[src/logic/icache_pkg.sv]
package icache_pkg;

    // cache geometry
    localparam int num_ways       = 4;
    localparam int num_sets       = 128;
    localparam int words_per_line = 8;

    // address fields: tag 31:12, index 11:5, word 4:2
    localparam int offset_bits = 3;
    localparam int index_bits  = 7;
    localparam int tag_bits    = 20;

    typedef logic [1:0]             way_t;
    typedef logic [index_bits-1:0]  set_t;
    typedef logic [tag_bits-1:0]    tag_t;
    typedef logic [offset_bits-1:0] word_sel_t;
    typedef logic [31:0]            word_t;

    typedef enum logic [2:0] {
        idle,
        lookup,
        bypass_addr,
        bypass_data,
        refill_addr,
        refill_data,
        refill_commit,
        data_ready
    } ctrl_state_t;

endpackage

[src/logic/mem_bus_pkg.sv]
package mem_bus_pkg;

    localparam int addr_bits = 32;

    typedef logic [addr_bits-1:0] addr_t;
    typedef logic [7:0]           len_t;
    typedef logic [2:0]           size_t;
    typedef logic [1:0]           burst_t;

    localparam len_t   refill_len  = 8'd7;
    localparam len_t   single_len  = 8'd0;
    localparam size_t  beat_size   = 3'd2;
    localparam burst_t burst_incr  = 2'd1;
    localparam burst_t burst_fixed = 2'd0;

    // window codes in the top three address bits
    localparam logic [2:0] kseg0_code = 3'b100;
    localparam logic [2:0] kseg1_code = 3'b101;

endpackage

[src/logic/icache_ctrl.sv]
module icache_ctrl (
    input  logic                  clk,
    input  logic                  rst,
    input  logic                  inst_req,
    input  mem_bus_pkg::addr_t    inst_addr,
    output logic                  inst_data_ok,
    output icache_pkg::word_t     inst_rdata,
    input  logic                  hit,
    input  icache_pkg::word_t     hit_word,
    input  icache_pkg::way_t      victim,
    output logic                  lookup_en,
    output logic                  plru_touch,
    output logic                  plru_commit,
    output icache_pkg::set_t      plru_set,
    output logic                  fill_en,
    output icache_pkg::word_sel_t fill_word,
    output icache_pkg::way_t      fill_way,
    output logic                  tag_write,
    output icache_pkg::set_t      held_set,
    output icache_pkg::tag_t      held_tag,
    output logic                  arvalid,
    output mem_bus_pkg::addr_t    araddr,
    output mem_bus_pkg::len_t     arlen,
    output mem_bus_pkg::size_t    arsize,
    output mem_bus_pkg::burst_t   arburst,
    input  logic                  arready,
    input  logic                  rvalid,
    input  icache_pkg::word_t     rdata,
    input  logic                  rlast
);

    localparam int set_lsb = icache_pkg::offset_bits + 2;

    icache_pkg::ctrl_state_t state;
    icache_pkg::ctrl_state_t state_next;

    mem_bus_pkg::addr_t    addr_q;
    mem_bus_pkg::addr_t    phys_addr;
    logic                  cached_q;
    logic                  req_cached;
    logic                  accept;
    icache_pkg::word_sel_t beat_q;
    icache_pkg::word_t     word_q;

    assign req_cached = inst_addr[31:29] != mem_bus_pkg::kseg1_code;

    assign accept = inst_req && (state == icache_pkg::idle
                    || state == icache_pkg::data_ready
                    || (state == icache_pkg::lookup && hit));

    always_comb begin
        state_next = state;
        case (state)
            icache_pkg::idle:          state_next = icache_pkg::idle;
            icache_pkg::lookup:        state_next = hit ? icache_pkg::idle
                                                        : icache_pkg::refill_addr;
            icache_pkg::bypass_addr:   if (arready) state_next = icache_pkg::bypass_data;
            icache_pkg::bypass_data:   if (rvalid) state_next = icache_pkg::data_ready;
            icache_pkg::refill_addr:   if (arready) state_next = icache_pkg::refill_data;
            icache_pkg::refill_data:   if (rvalid && rlast) state_next = icache_pkg::refill_commit;
            icache_pkg::refill_commit: state_next = icache_pkg::data_ready;
            icache_pkg::data_ready:    state_next = icache_pkg::idle;
            default:                   state_next = icache_pkg::idle;
        endcase
        // a new request overrides the return to idle
        if (accept) begin
            state_next = req_cached ? icache_pkg::lookup : icache_pkg::bypass_addr;
        end
    end

    always_ff @(posedge clk) begin
        if (rst) begin
            state  <= icache_pkg::idle;
            beat_q <= '0;
        end else begin
            state <= state_next;
            if (fill_en) begin
                beat_q <= beat_q + icache_pkg::word_sel_t'(1);
            end else if (state != icache_pkg::refill_data) begin
                beat_q <= '0;
            end
        end
    end

    always_ff @(posedge clk) begin
        if (accept) begin
            addr_q   <= inst_addr;
            cached_q <= req_cached;
        end
        // victim fixed for the whole refill
        if (state == icache_pkg::lookup && !hit) begin
            fill_way <= victim;
        end
        if (state == icache_pkg::bypass_data && rvalid) begin
            word_q <= rdata;
        end else if (fill_en && beat_q == addr_q[2 +: icache_pkg::offset_bits]) begin
            word_q <= rdata;
        end
    end

    // kseg0 and kseg1 both map to the low physical window
    assign phys_addr = (addr_q[31:29] == mem_bus_pkg::kseg0_code
                        || addr_q[31:29] == mem_bus_pkg::kseg1_code)
                       ? {3'b000, addr_q[28:0]} : addr_q;

    assign held_set = addr_q[set_lsb +: icache_pkg::index_bits];
    assign held_tag = addr_q[31 -: icache_pkg::tag_bits];
    assign plru_set = addr_q[set_lsb +: icache_pkg::index_bits];

    assign lookup_en   = accept && req_cached;
    assign plru_touch  = state == icache_pkg::lookup && hit;
    assign plru_commit = state == icache_pkg::refill_commit;
    assign tag_write   = state == icache_pkg::refill_commit;
    assign fill_en     = state == icache_pkg::refill_data && rvalid;
    assign fill_word   = beat_q;

    assign inst_data_ok = state == icache_pkg::data_ready || (state == icache_pkg::lookup && hit);
    assign inst_rdata   = (state == icache_pkg::data_ready) ? word_q : hit_word;

    assign arvalid = state == icache_pkg::refill_addr || state == icache_pkg::bypass_addr;
    // refill starts at the 32-byte line boundary
    assign araddr  = cached_q ? {phys_addr[mem_bus_pkg::addr_bits-1:set_lsb], 5'b00000}
                              : phys_addr;
    assign arlen   = cached_q ? mem_bus_pkg::refill_len : mem_bus_pkg::single_len;
    assign arsize  = mem_bus_pkg::beat_size;
    assign arburst = cached_q ? mem_bus_pkg::burst_incr : mem_bus_pkg::burst_fixed;

endmodule

[config.mk]
export PLATFORM = sky130hd
export DESIGN_NAME = icache_ctrl
export DESIGN_NICKNAME = d
export VERILOG_FILES = /design/src/logic/icache_pkg.sv /design/src/logic/mem_bus_pkg.sv /design/src/logic/icache_ctrl.sv
export SDC_FILE = /design/constraint.sdc
export NUM_CORES = 1
export LEC_CHECK = 0
export ABC_AREA = 1
export BUFFER_PORTS_ARGS = -buffer_cell sky130_fd_sc_hd__clkbuf_2
export CORE_MARGIN = 10
export CORE_UTILIZATION = 43
export CTS_CLUSTER_DIAMETER = 100
export CTS_CLUSTER_SIZE = 20
export DETAILED_ROUTE_END_ITERATION = 8
export HOLD_SLACK_MARGIN = 0.1
export PLACE_DENSITY = 0.81
export SLEW_MARGIN = 20
export SYNTH_ARGS = -nofsm -noshare
export SYNTH_HDL_FRONTEND = slang
export SYNTH_SLANG_ARGS = --single-unit
[constraint.sdc]
create_clock -name clk -period 4 [get_ports clk]
set_input_delay 0.2 -clock clk [delete_from_list [all_inputs] [get_ports clk]]
set_output_delay 0.2 -clock clk [all_outputs]
set_load 0.03 [all_outputs]
==> impl_results.md <==
- Number of antenna violations at the first check in global routing: 0
- Hold Startpoint: rvalid
- Commonest non-fill, non-tap cell in the layout: clkbuf_2
- Routed vias: approximately 2700
- Synth Area in Simple Gates: 0.0676
- Max clock buf depth: 2
- Pint: roughly 1600 uW
- Area share of the largest cell type after synthesis: 0.552
- Synth Area in Adders: 0.00343
- Synth Warn #: 0
- Total CTS buffers: 9
- CTS root buf: clkbuf_8
- Largest family of logic cells by synthesized area: buffers and inverters
- Wirelength per Cell: between 15 and 20 um
- Switch share: 0.385
- # fillers: 615
- Area contributors post-synth: edfxtp_1 (55%), buf_4 (15%), mux2_4 (12%)
- Share of cells above drive strength 1: 0.542
- Clock skew: ~8.9 ps
- WS Path Type: reg -> out
- Die area: about 13000 sq um
- Crit-path slowest cell: nand3_4
- Sequential power share: 0.402
- Seq/Total Area, Yosys: 0.585
- Syn Std Cell Area: roughly 3600 sq um
- Pwr dens: approximately 500 nW/um^2
- #FFs+latches synth: 73
- Worst Setup SP: state[2]$_SDFFE_PP0P_
- Reg2reg start: state[2]$_SDFFE_PP0P_
- Unrepaired setup endpoints after global routing: no
- Mean number of vias per cell: 4.46
- Avg Cell Area, Syn: ~13 sq um
- Postcts setup bufs: 0
- Pin count of the biggest net entering global routing: 36
- Yosys top cell by area: edfxtp_1
- Psw: a little over 1000 uW
- Endpoint class of the critical path: output port
- Clock network power share: 0.231
- Pwr Total: ~2600 uW
- Final GP Congestion: between 0.8 and 0.9
- Setup TNS: 0 ps
- Area Overhead vs Synth: 42.2%
- Port Buffer Count: between 200 and 250
- Max-cap violation count: 0
- Final wirelength: about 11 mm
- Final cell count without fillers: 611
- Fmax: 418 MHz
- Final period util: 0.598
- Clk pin slew, worst setup/hold paths: about 80 ps
- Vias in the first global route: a little over 3000
- Commonest non-fill, non-tap cells in the layout: clkbuf_2 (218), edfxtp_1 (67), dlygate4sd3_1 (67)
- Min Clock Period, post-route: between 2000 and 2500 ps
- # hold bufs at CTS: between 60 and 70
- TritonRoute pass-1 iters: 4
- Pleak: 0.00256 uW
- Worst VDD drop: between 0.0002 and 0.0003 V
- DRC Markers: 0
- Mapped Cells: 275
- Die height: between 100 and 150 um
- Slew HR: 0.563
- Mux cell area share after synthesis: 0.129
- Clock sinks: between 70 and 80
- Part of the power in combinational logic: 0.366
- Netlist cell types: 25
- Register area: ~2100 sq um
- Total congestion overflow: 0
- Core footprint: about 8000 sq um
- Critical Path Max Stage Delay: 570 ps
- CP Max Fanout: 35
- Critical path launch point type: register
- Hold path depth: 3
- Arr. time, crit path: 2190 ps
- Starting DRC count in detailed routing: roughly 120
- Die W: 112 um
- Xor/xnor share of the synthesized area: 0.0120
- Post-CTS sizing: 0
- Nets: 607
- Htree depth: 3
- CP Data Required Time: roughly 3800 ps
- Post-synthesis compound-gate area fraction: 0.0127
- CTS tree: yes
- Skew-Pair Late Insertion Delay: between 300 and 400 ps
- Status: complete, no violations
- Least-Margin Pin Slew: around 660 ps
- N_diodes: 0
- Worst Reg-to-Reg Cells: 7
- Hold Crit Class: in -> reg
- Placed instance count: around 530
- Multi-input logic area: approximately 860 sq um
- I/O Pins: 228
- First-pass GRT wire length: about 17 mm
- DP Wirelength: 8.06 mm
- Final setup vio count: 0
- Slew Limit Fails: 0
- Worst-path cell chain: nand3_4, nand2_1, inv_1, nand2_1, nand3_1, inv_1, clkbuf_2
- Hold Fails Final Rpt: 0
- GRT Util Overall: 0.167
- Antenna Nets Post-Route: 0
- Min Hold Slack: around 190 ps
- Row cnt: 33
- Starting Density: 0.444
[per-stage QoR]
| step | util | cell area [sq um] | worst slack, ps |
|---|---|---|---|
| 2_1_floorplan | - | 3670 | 643 |
| 3_3_place_gp | 0.524 | 4300 | 1750 |
| 3_5_place_dp | 0.524 | 4300 | 1620 |
| 4_1_cts | 0.631 | 5180 | 1540 |
| 5_1_grt | 0.631 | 5180 | 1350 |
| 6_report | 0.631 | 5180 | 1610 |
[synthesized netlist by cell type (all sizes together)]
cell / count
nand4: 2
nor2: 18
ha: 1
xnor2: 5
a21boi: 1
edfxtp: 67
nand3b: 1
inv: 21
a21oi: 5
mux2: 32
dfxtp: 6
clkbuf: 1
nor4: 1
nand3: 6
nand2: 26
buf: 78
conb: 2
o21ai: 2
[critical path, delay by kind of cell (launching register included)]
kind | cells | cell delay [ps]
AND/OR/NAND/NOR | 4 | 1010
flip-flops | 1 | 540
buffers and inverters | 3 | 320
[power by group through the flow]
stage	clock network (uW)	registers, uW	logic (uW)
final	605	1050	957
after global routing	656	1070	1020
after CTS	623	1050	966
after detailed placement	0	1070	912
after global placement	0	1060	895
after floorplan	0	1040	822
[path summary, 6_finish.rpt]
check / to / slack, ps
max: lookup_en / 1610
min: fill_word[1]$_SDFFE_PP0P_ / 190
max reg2reg: addr_q[18]$_DFFE_PP_ / 1680
min reg2reg: fill_word[1]$_SDFFE_PP0P_ / 530
[logic make-up after synthesis]
group                      count (synthesis)
AOI/OAI and AO/OA                          8
adders and majority gates                  1
and+or+nand+nor                           54
buffers and inverters                    100
xor gates and xnor gates                   5
other                                      2
muxes                                     32
DFF                                       73
[state kept, by name (all words and copies together), names as in the netlist]
signal     flops
word_q        32
fill_word      3
fill_way       2
cached_q       1
state          3
addr_q        32
[area by class of cell]
type | instances | share of cell area
Clock buffer | 9 | 0.0239
Clock inverter | 7 | 0.0164
Inverter | 21 | 0.0152
Multi-Input combinational cell | 109 | 0.165
Sequential cell | 73 | 0.411
Tap cell | 105 | 0.0253
Timing Repair Buffer | 287 | 0.343
[per-layer routing]
layer	wire, um	part of all wire	global-route usage	vias up
met2	5190	0.48	0.278	192
met3	1850	0.17	0.114	17
met5	0	0	0	-
li1	-	-	-	1293
met4	254	0.023	0.0719	0
met1	3530	0.33	0.157	1222
Note: power is estimated with default switching activity, not from simulation.
