--- config.mk ---
export PLATFORM = sky130hd
export DESIGN_NAME = icache_plru
export DESIGN_NICKNAME = d
export VERILOG_FILES = /design/src/logic/icache_pkg.sv /design/src/logic/icache_plru.sv
export SDC_FILE = /design/constraint.sdc
export NUM_CORES = 1
export LEC_CHECK = 0
export BUFFER_PORTS_ARGS = -buffer_cell sky130_fd_sc_hd__buf_2
export CAP_MARGIN = 20
export CELL_PAD_IN_SITES_DETAIL_PLACEMENT = 1
export CELL_PAD_IN_SITES_GLOBAL_PLACEMENT = 2
export CORE_ASPECT_RATIO = 2
export CORE_MARGIN = 2
export CORE_UTILIZATION = 36
export CTS_CLUSTER_SIZE = 24
export DETAILED_ROUTE_END_ITERATION = 16
export PLACE_DENSITY_LB_ADDON = 0.1
export SKIP_CTS_REPAIR_TIMING = 1
export SLEW_MARGIN = 5
export SYNTH_ARGS = -nofsm -noshare
export SYNTH_HDL_FRONTEND = slang
export SYNTH_SLANG_ARGS = --single-unit
--- constraint.sdc ---
create_clock -name clk -period 3.1 [get_ports clk]
set_input_delay 0.31 -clock clk [delete_from_list [all_inputs] [get_ports clk]]
set_output_delay 0.31 -clock clk [all_outputs]
set_load 0.05 [all_outputs]
--- src/logic/icache_pkg.sv ---
package icache_pkg;

    // cache geometry
    localparam int num_ways       = 4;
    localparam int num_sets       = 128;
    localparam int words_per_line = 8;

    // address fields: tag 31:12, index 11:5, word 4:2
    localparam int offset_bits = 3;
    localparam int index_bits  = 7;
    localparam int tag_bits    = 20;

    typedef logic [1:0]             way_t;
    typedef logic [index_bits-1:0]  set_t;
    typedef logic [tag_bits-1:0]    tag_t;
    typedef logic [offset_bits-1:0] word_sel_t;
    typedef logic [31:0]            word_t;

    typedef enum logic [2:0] {
        idle,
        lookup,
        bypass_addr,
        bypass_data,
        refill_addr,
        refill_data,
        refill_commit,
        data_ready
    } ctrl_state_t;

endpackage

--- src/logic/icache_plru.sv ---
module icache_plru (
    input  logic             clk,
    input  logic             rst,
    input  icache_pkg::set_t set,
    input  logic             touch_en,
    input  icache_pkg::way_t touch_way,
    input  logic             commit_en,
    output icache_pkg::way_t victim
);

    logic [icache_pkg::num_sets-1:0]      root;
    logic [1:0][icache_pkg::num_sets-1:0] pair;

    logic             upd_en;
    icache_pkg::way_t upd_way;

    // root picks the pair, pair bit picks the way inside it
    assign victim = root[set] ? {1'b1, pair[1][set]} : {1'b0, pair[0][set]};

    // a commit retires the current victim just like a touch would
    assign upd_en  = touch_en || commit_en;
    assign upd_way = touch_en ? touch_way : victim;

    always_ff @(posedge clk) begin
        if (rst) begin
            root <= '0;
            pair <= '0;
        end else if (upd_en) begin
            root[set]             <= ~upd_way[1];
            pair[upd_way[1]][set] <= ~upd_way[0];
        end
    end

endmodule

==> summary.md, run 1 <==
| Metric | Value |
|---|---|
| Status | finished with violations |
| Failing checks | negative setup slack |
| Routed WL | 87100 um |
| Min-delay src | set[4] |
| Die height | between 300 and 400 um |
| GRT Total Usage | 0.326 |
| Ys Warns | 0 |
| Worst path max stage delay | 0.43 ns |
| Most instantiated cells after synthesis | dfxtp_1 (384), o21ai_0 (350), nor2_1 (261) |
| Number of flops mapped to enable cells by yosys | 0 |
| Die W | between 150 and 200 um |
| Number of antenna violations at the first check in global routing | 1 |
| Area Growth Syn to Fin | 23.8% |
| Antenna fix cells | 0 |
| Final setup vio count | 2 |
| RSZ-0062 raised after global routing | yes |
| Synth Register Bits | between 300 and 400 |
| Clock latency on the worst-skew pair | ~0.57 ns |
| Share of layout cells above drive strength 1 | 0.213 |
| Pwr/cell area | roughly 520 mW/mm^2 |
| Hold_ws | 0.404 ns |
| Root Buffer | clkbuf_16 |
| Worst slew pin tran | approximately 0.84 ns |
| Peak supply drop | roughly 0.00047 V |
| Crit-path cells | buf_4 > buf_12 > and2_1 > buf_4 > a22oi_1 > a21oi_1 > o21ai_2 > buf_4 > and4b_2 > nor4bb_1 > buf_4 > mux2i_4 > buf_6 |
| Worst R2R Path Depth | 12 |
| Post-synth top area cell | dfxtp_1 |
| Detailed placement HPWL | just over 60000 um |
| Fin crit share | 1.09 |
| WP data arrival | about 3 ns |
| Routed Antenna Nets | 0 |
| Rel. slew slack | 0.435 |
| Clock Sinks | approximately 380 |
| Ports | 15 |
| LEAKAGE | between 8 and 9 nW |
| Post-Syn Nets | 2184 |
| Most frequent cell after synthesis | dfxtp_1 |
| Crit-path slowest cell | and2_1 |
| Drt pass-1 iters | 5 |
| Die Area | approximately 0.053 mm^2 |
| CTS tree | done |
| F_max | 295 MHz |
| Crit path launch type | input port |
| Vias | 18400 |
| Max Cap Viol | 0 |
| Mapped Cells | between 2000 and 2500 |
| Crit-path max FO | 12 |
| Final #Nets | 2312 |
| Ys async rst share | 0 |
| Initial DRC count | 1273 |
| Via-per-instance ratio | between 6 and 7 |
| CTS buffer count | 39 |
| Critical path buffer and inverter count | 6 |
| Yosys top cell area share | 0.417 |
| Residual DRC count | 0 |
| GPL Wtd Cong | 0.947 |
| IO buf count | 14 |
| Crit path depth | 13 |
| GRT overflow | 0 |
| Clock-pin slew of the registers on the worst-case setup and hold paths | approximately 0.07 ns |
| Rows | roughly 120 |
| Clk buf depth | 3 |
| Worst Path Required | ~2.8 ns |
| Clock Skew | 0.0183 ns |
| Reg2reg start | root[27]$_SDFFE_PP0P_ |
| Wire per inst | a little under 30 um |
| Most Frequent Cell on Critical Path | buf_4 |
| Largest net degree at the start of global routing | slightly below 80 |
| Post-Syn Area | between 0.015 and 0.02 mm^2 |
| Hold depth | 5 |
| Crit. Startpoint | set[1] |
| Sequential area share after synthesis | 0.417 |
| Crit end category | primary output |
| Total Neg Setup Slack | -0.452 ns |
| Slew Viols, Final | 0 |
| Synth Area per Inst | 8.49 um^2 |
| Synth area leaders | dfxtp_1 (42%), o21ai_0 (9.5%), nor2_1 (5.3%) |
| Setup CP Type | input port to primary output |
| Number of global-route vias before repair | 19200 |
| H-tree Lvls | 2 |
| Area of the core | 0.0508 mm^2 |
| First-pass GRT wire length | ~130000 um |
| Final worst path period need | approximately 3.4 ns |
| Ys flop type | dfxtp_1 |
| Top delay family on crit path | buffers and inverters |
| Final Hold Fails | 0 |
| Final worst slack | -0.288 ns |
| Cell variety after synth | approximately 60 |
| Worst hold path type | input port to register |
| Initial Util | 0.363 |
## power by group
part           internal (mW)  switching [mW]
clock network           3.22            2.21
registers               4.96          0.0165
logic                  0.463           0.944
## placed cells by master (no fill, tap or decap), types with 11 or more instances in the layout
cell type  count
a21oi_1       68
a221oi_1      45
a22o_1        15
a22oi_1       23
buf_12        45
buf_4        221
clkbuf_16     41
clkinv_2      12
dfxtp_1      378
mux2_2        39
mux2i_1       30
mux4_2        11
nand2_1      154
nand3_1       20
nand3b_1      24
nor2_1       248
nor2b_1      136
o21a_1        34
o21ai_0      343
o21ai_1       24
o22a_1       100
o2bb2ai_1     16
o2bb2ai_2     20
o31ai_1       94
or3b_2        11
## sequential cells by signal (all words and copies together) (netlist names)
register	count
pair	256
root	128
## area by class of cell
class                   instances  area [um^2]
clock inverters                22          315
multi-input cells            1585        10100
inverters                       6         31.3
flip-flops and latches        384         7690
clock buffers                  49         1120
well taps                     654          818
repair buffers                283         2700
fillers                      5867        28000
## through the flow
| stage | worst slack (ns) | utilization | cells | power, mW | area (um^2) |
|---|---|---|---|---|---|
| after floorplan | 0.00209 | - | 2171 | 5.69 | 18500 |
| after global placement | -0.820 | 0.416 | 2909 | 6.43 | 21100 |
| after detailed placement | -0.878 | 0.416 | 2909 | 6.44 | 21100 |
| after CTS | -0.851 | 0.444 | 2980 | 11.8 | 22500 |
| after global routing | -0.333 | 0.449 | 2983 | 12.1 | 22800 |
| final | -0.288 | 0.449 | 2983 | 11.8 | 22800 |
## worst paths after layout
check,end,slack [ns]
setup / recovery,victim[0],-0.29
hold / removal,pair[252]$_SDFFE_PP0P_,0.40
setup reg to reg,pair[210]$_SDFFE_PP0P_,0.04
hold reg to reg,pair[236]$_SDFFE_PP0P_,0.47
## kinds of logic (layout without fill, tap and decap cells)
family / count (synthesis) / in the layout / share of synthesized area
buffers and inverters: 202 / 360 / 0.0505
AOI/OAI and AO/OA: 849 / 849 / 0.309
and+or+nand+nor: 654 / 654 / 0.169
DFF: 384 / 384 / 0.417
muxes: 82 / 82 / 0.0547
## worst min-delay path: cells and delay by family
kind / cells / cell delay (ns)
buffers and inverters: 1 / 0.18
AOI/OAI and AO/OA: 1 / 0.07
and+or+nand+nor: 3 / 0.35
## layer usage
metal	global-route usage	up-vias	wire length, um
li1	-	8215	-
met1	0.371	9357	34100
met2	0.579	557	43700
met3	0.0391	265	3510
met4	0.191	2	5720
met5	0	-	13
Note: power is estimated with default switching activity, not from simulation.
==> run 2, diff against run 1 <==
--- a/config.mk
+++ b/config.mk
@@ -10,12 +10,13 @@
 export CELL_PAD_IN_SITES_DETAIL_PLACEMENT = 1
 export CELL_PAD_IN_SITES_GLOBAL_PLACEMENT = 2
 export CORE_ASPECT_RATIO = 2
-export CORE_MARGIN = 2
+export CORE_MARGIN = 4
 export CORE_UTILIZATION = 36
 export CTS_CLUSTER_SIZE = 24
 export DETAILED_ROUTE_END_ITERATION = 16
 export PLACE_DENSITY_LB_ADDON = 0.1
 export SKIP_CTS_REPAIR_TIMING = 1
+export SKIP_LAST_GASP = 1
 export SLEW_MARGIN = 5
 export SYNTH_ARGS = -nofsm -noshare
 export SYNTH_HDL_FRONTEND = slang
==> summary.md, run 2 (same netlist as run 1, synthesis figures left out) <==
| Metric | Value |
|---|---|
| Final Hold Fails | 0 |
| GRT Total Usage | 0.308 |
| Pwr/cell area | around 500 mW/mm^2 |
| Commonest non-fill, non-tap cells in the layout | dfxtp_1 (381), o21ai_0 (345), nor2_1 (249), buf_4 (230), nand2_1 (154) |
| Worst slack, placed | -0.572 ns |
| Die Area | around 0.055 mm^2 |
| Initial DRC count | approximately 1400 |
| Via-per-instance ratio | a little over 6 |
| Wire per inst | 29.3 um |
| Crit path launch type | register |
| Overall Power | between 10 and 15 mW |
| Clock-pin slew of the registers on the worst-case setup and hold paths | 0.06 ns |
| Peak supply drop | about 0.0005 V |
| Routed Antenna Nets | 0 |
| Status | finished with violations |
| WP data arrival | ~3.1 ns |
| GPL Wtd Cong | 0.943 |
| Vias | 18400 |
| Detailed placement HPWL | 62900 um |
| Number of antenna violations at the first check in global routing | 0 |
| Clock Sinks | about 380 |
| Crit end category | primary output |
| Die W | around 170 um |
| Clock latency on the worst-skew pair | 0.57 ns |
| Die height | between 300 and 400 um |
| Total Neg Setup Slack | -0.572 ns |
| Initial Util | 0.363 |
| Largest reg by FF count | pair |
| Met2 wire length | 45100 um |
| GRT overflow | 0 |
| H-tree Lvls | 2 |
| Area of the core | about 0.051 mm^2 |
| LEAKAGE | ~8.6 nW |
| Share of layout cells above drive strength 1 | 0.207 |
| Final setup vio count | 2 |
| Rel. slew slack | 0.437 |
| Final worst path period need | 3.45 ns |
| Crit-path cells | mux2_2 > a221oi_1 > o21ai_1 > a32o_2 > or4_4 > nor2_4 > inv_4 > mux2i_4 > buf_6 |
| Met1 WL | approximately 33000 um |
| Max Cap Viol | 0 |
| Worst hold path type | input port to register |
| Slew Viols, Final | 0 |
| Routed WL | approximately 90000 um |
| Crit-path slowest cell | or4_4 |
| Worst Path Required | between 2 and 3 ns |
| Hold_ws | approximately 0.46 ns |
| Clock Skew | 0.0136 ns |
| Worst slew pin tran | 0.836 ns |
| Fin crit share | 1.11 |
| Number of global-route vias before repair | 19300 |
| Drt pass-1 iters | 5 |
| Antenna fix cells | 0 |
| Fin util | 0.445 |
| Max FFs per register | between 200 and 300 |
| F_max | around 290 MHz |
| Ports | 15 |
| Failing checks | negative setup slack |
| First-pass GRT wire length | about 130000 um |
| Rows | 117 |
| IO buf count | 14 |
| Root Buffer | clkbuf_16 |
| Area Growth Syn to Fin | 22.7% |
| Final worst slack | -0.346 ns |
| Top flop regs | pair (256), root (128) |
| Crit-path max FO | 3 |
| Largest net degree at the start of global routing | 110 |
| Clk buf depth | 3 |
| Final #Nets | approximately 2300 |
| Highest Signal Layer | met4 |
| Commonest non-fill, non-tap cell in the layout | dfxtp_1 |
| Residual DRC count | 0 |
| Worst path max stage delay | 0.55 ns |
| CTS tree | done |
| RSZ-0062 raised after global routing | yes |
| Setup CP Type | register to primary output |
| CTS buffer count | 40 |
| Met3 wire length | around 3700 um |
==> run 2: cell count changes in the layout (fill, tap and decap cells not counted), moves of 4 or more <==
cell	previous run	this run
bufinv_16	8	2
buf_4	221	230
clkinv_2	12	8
o41ai_2	0	4
==> run 2: cell type report <==
type,instances,area (um^2)
Clock buffer,55,1170
Sequential cell,384,7690
Fill cell,5920,28200
Inverter,6,25.0
Timing Repair Buffer,289,2720
Multi-Input combinational cell,1585,10100
Tap cell,654,818
Clock inverter,13,124
==> run 2: metrics by stage <==
| step | area (um^2) | cells |
|---|---|---|
| global route | 22600 | 2986 |
| detailed placement | 21100 | 2917 |
| finish | 22600 | 2986 |
| global placement | 21100 | 2917 |
| floorplan | 18500 | 2171 |
| CTS | 22400 | 2985 |
==> run 2: critical path, delay by kind of cell (launching register included) <==
kind                   cells  cell delay (ns)
flip-flops                 1             0.32
multiplexers               2             0.50
buffers and inverters      2             0.26
AND/OR/NAND/NOR            2             0.71
AO/OA/AOI/OAI              3             0.78
==> run 2: routing by layer <==
metal  GRT usage  vias to the layer above
li1            -                     8235
met1       0.342                     9384
met2       0.560                      573
met3      0.0368                      234
met4       0.178                        0
met5           0                        -
==> run 2: worst paths after layout <==
| kind | from | end | slack [ns] | depth (start not counted) |
|---|---|---|---|---|
| setup / recovery | root[95]$_SDFFE_PP0P_ | victim[0] | -0.35 | 9 |
| setup reg to reg | root[95]$_SDFFE_PP0P_ | pair[250]$_SDFFE_PP0P_ | 0.05 | 11 |
| hold reg to reg | pair[229]$_SDFFE_PP0P_ | pair[229]$_SDFFE_PP0P_ | 0.47 | 1 |
| hold / removal | rst | pair[28]$_SDFFE_PP0P_ | 0.46 | 4 |
==> run 2: power breakdown <==
group	leakage [nW]	switching (mW)	internal, mW
sequential	3.09	0.0174	4.96
combinational	4.86	0.939	0.472
clock	0.640	2.15	2.80
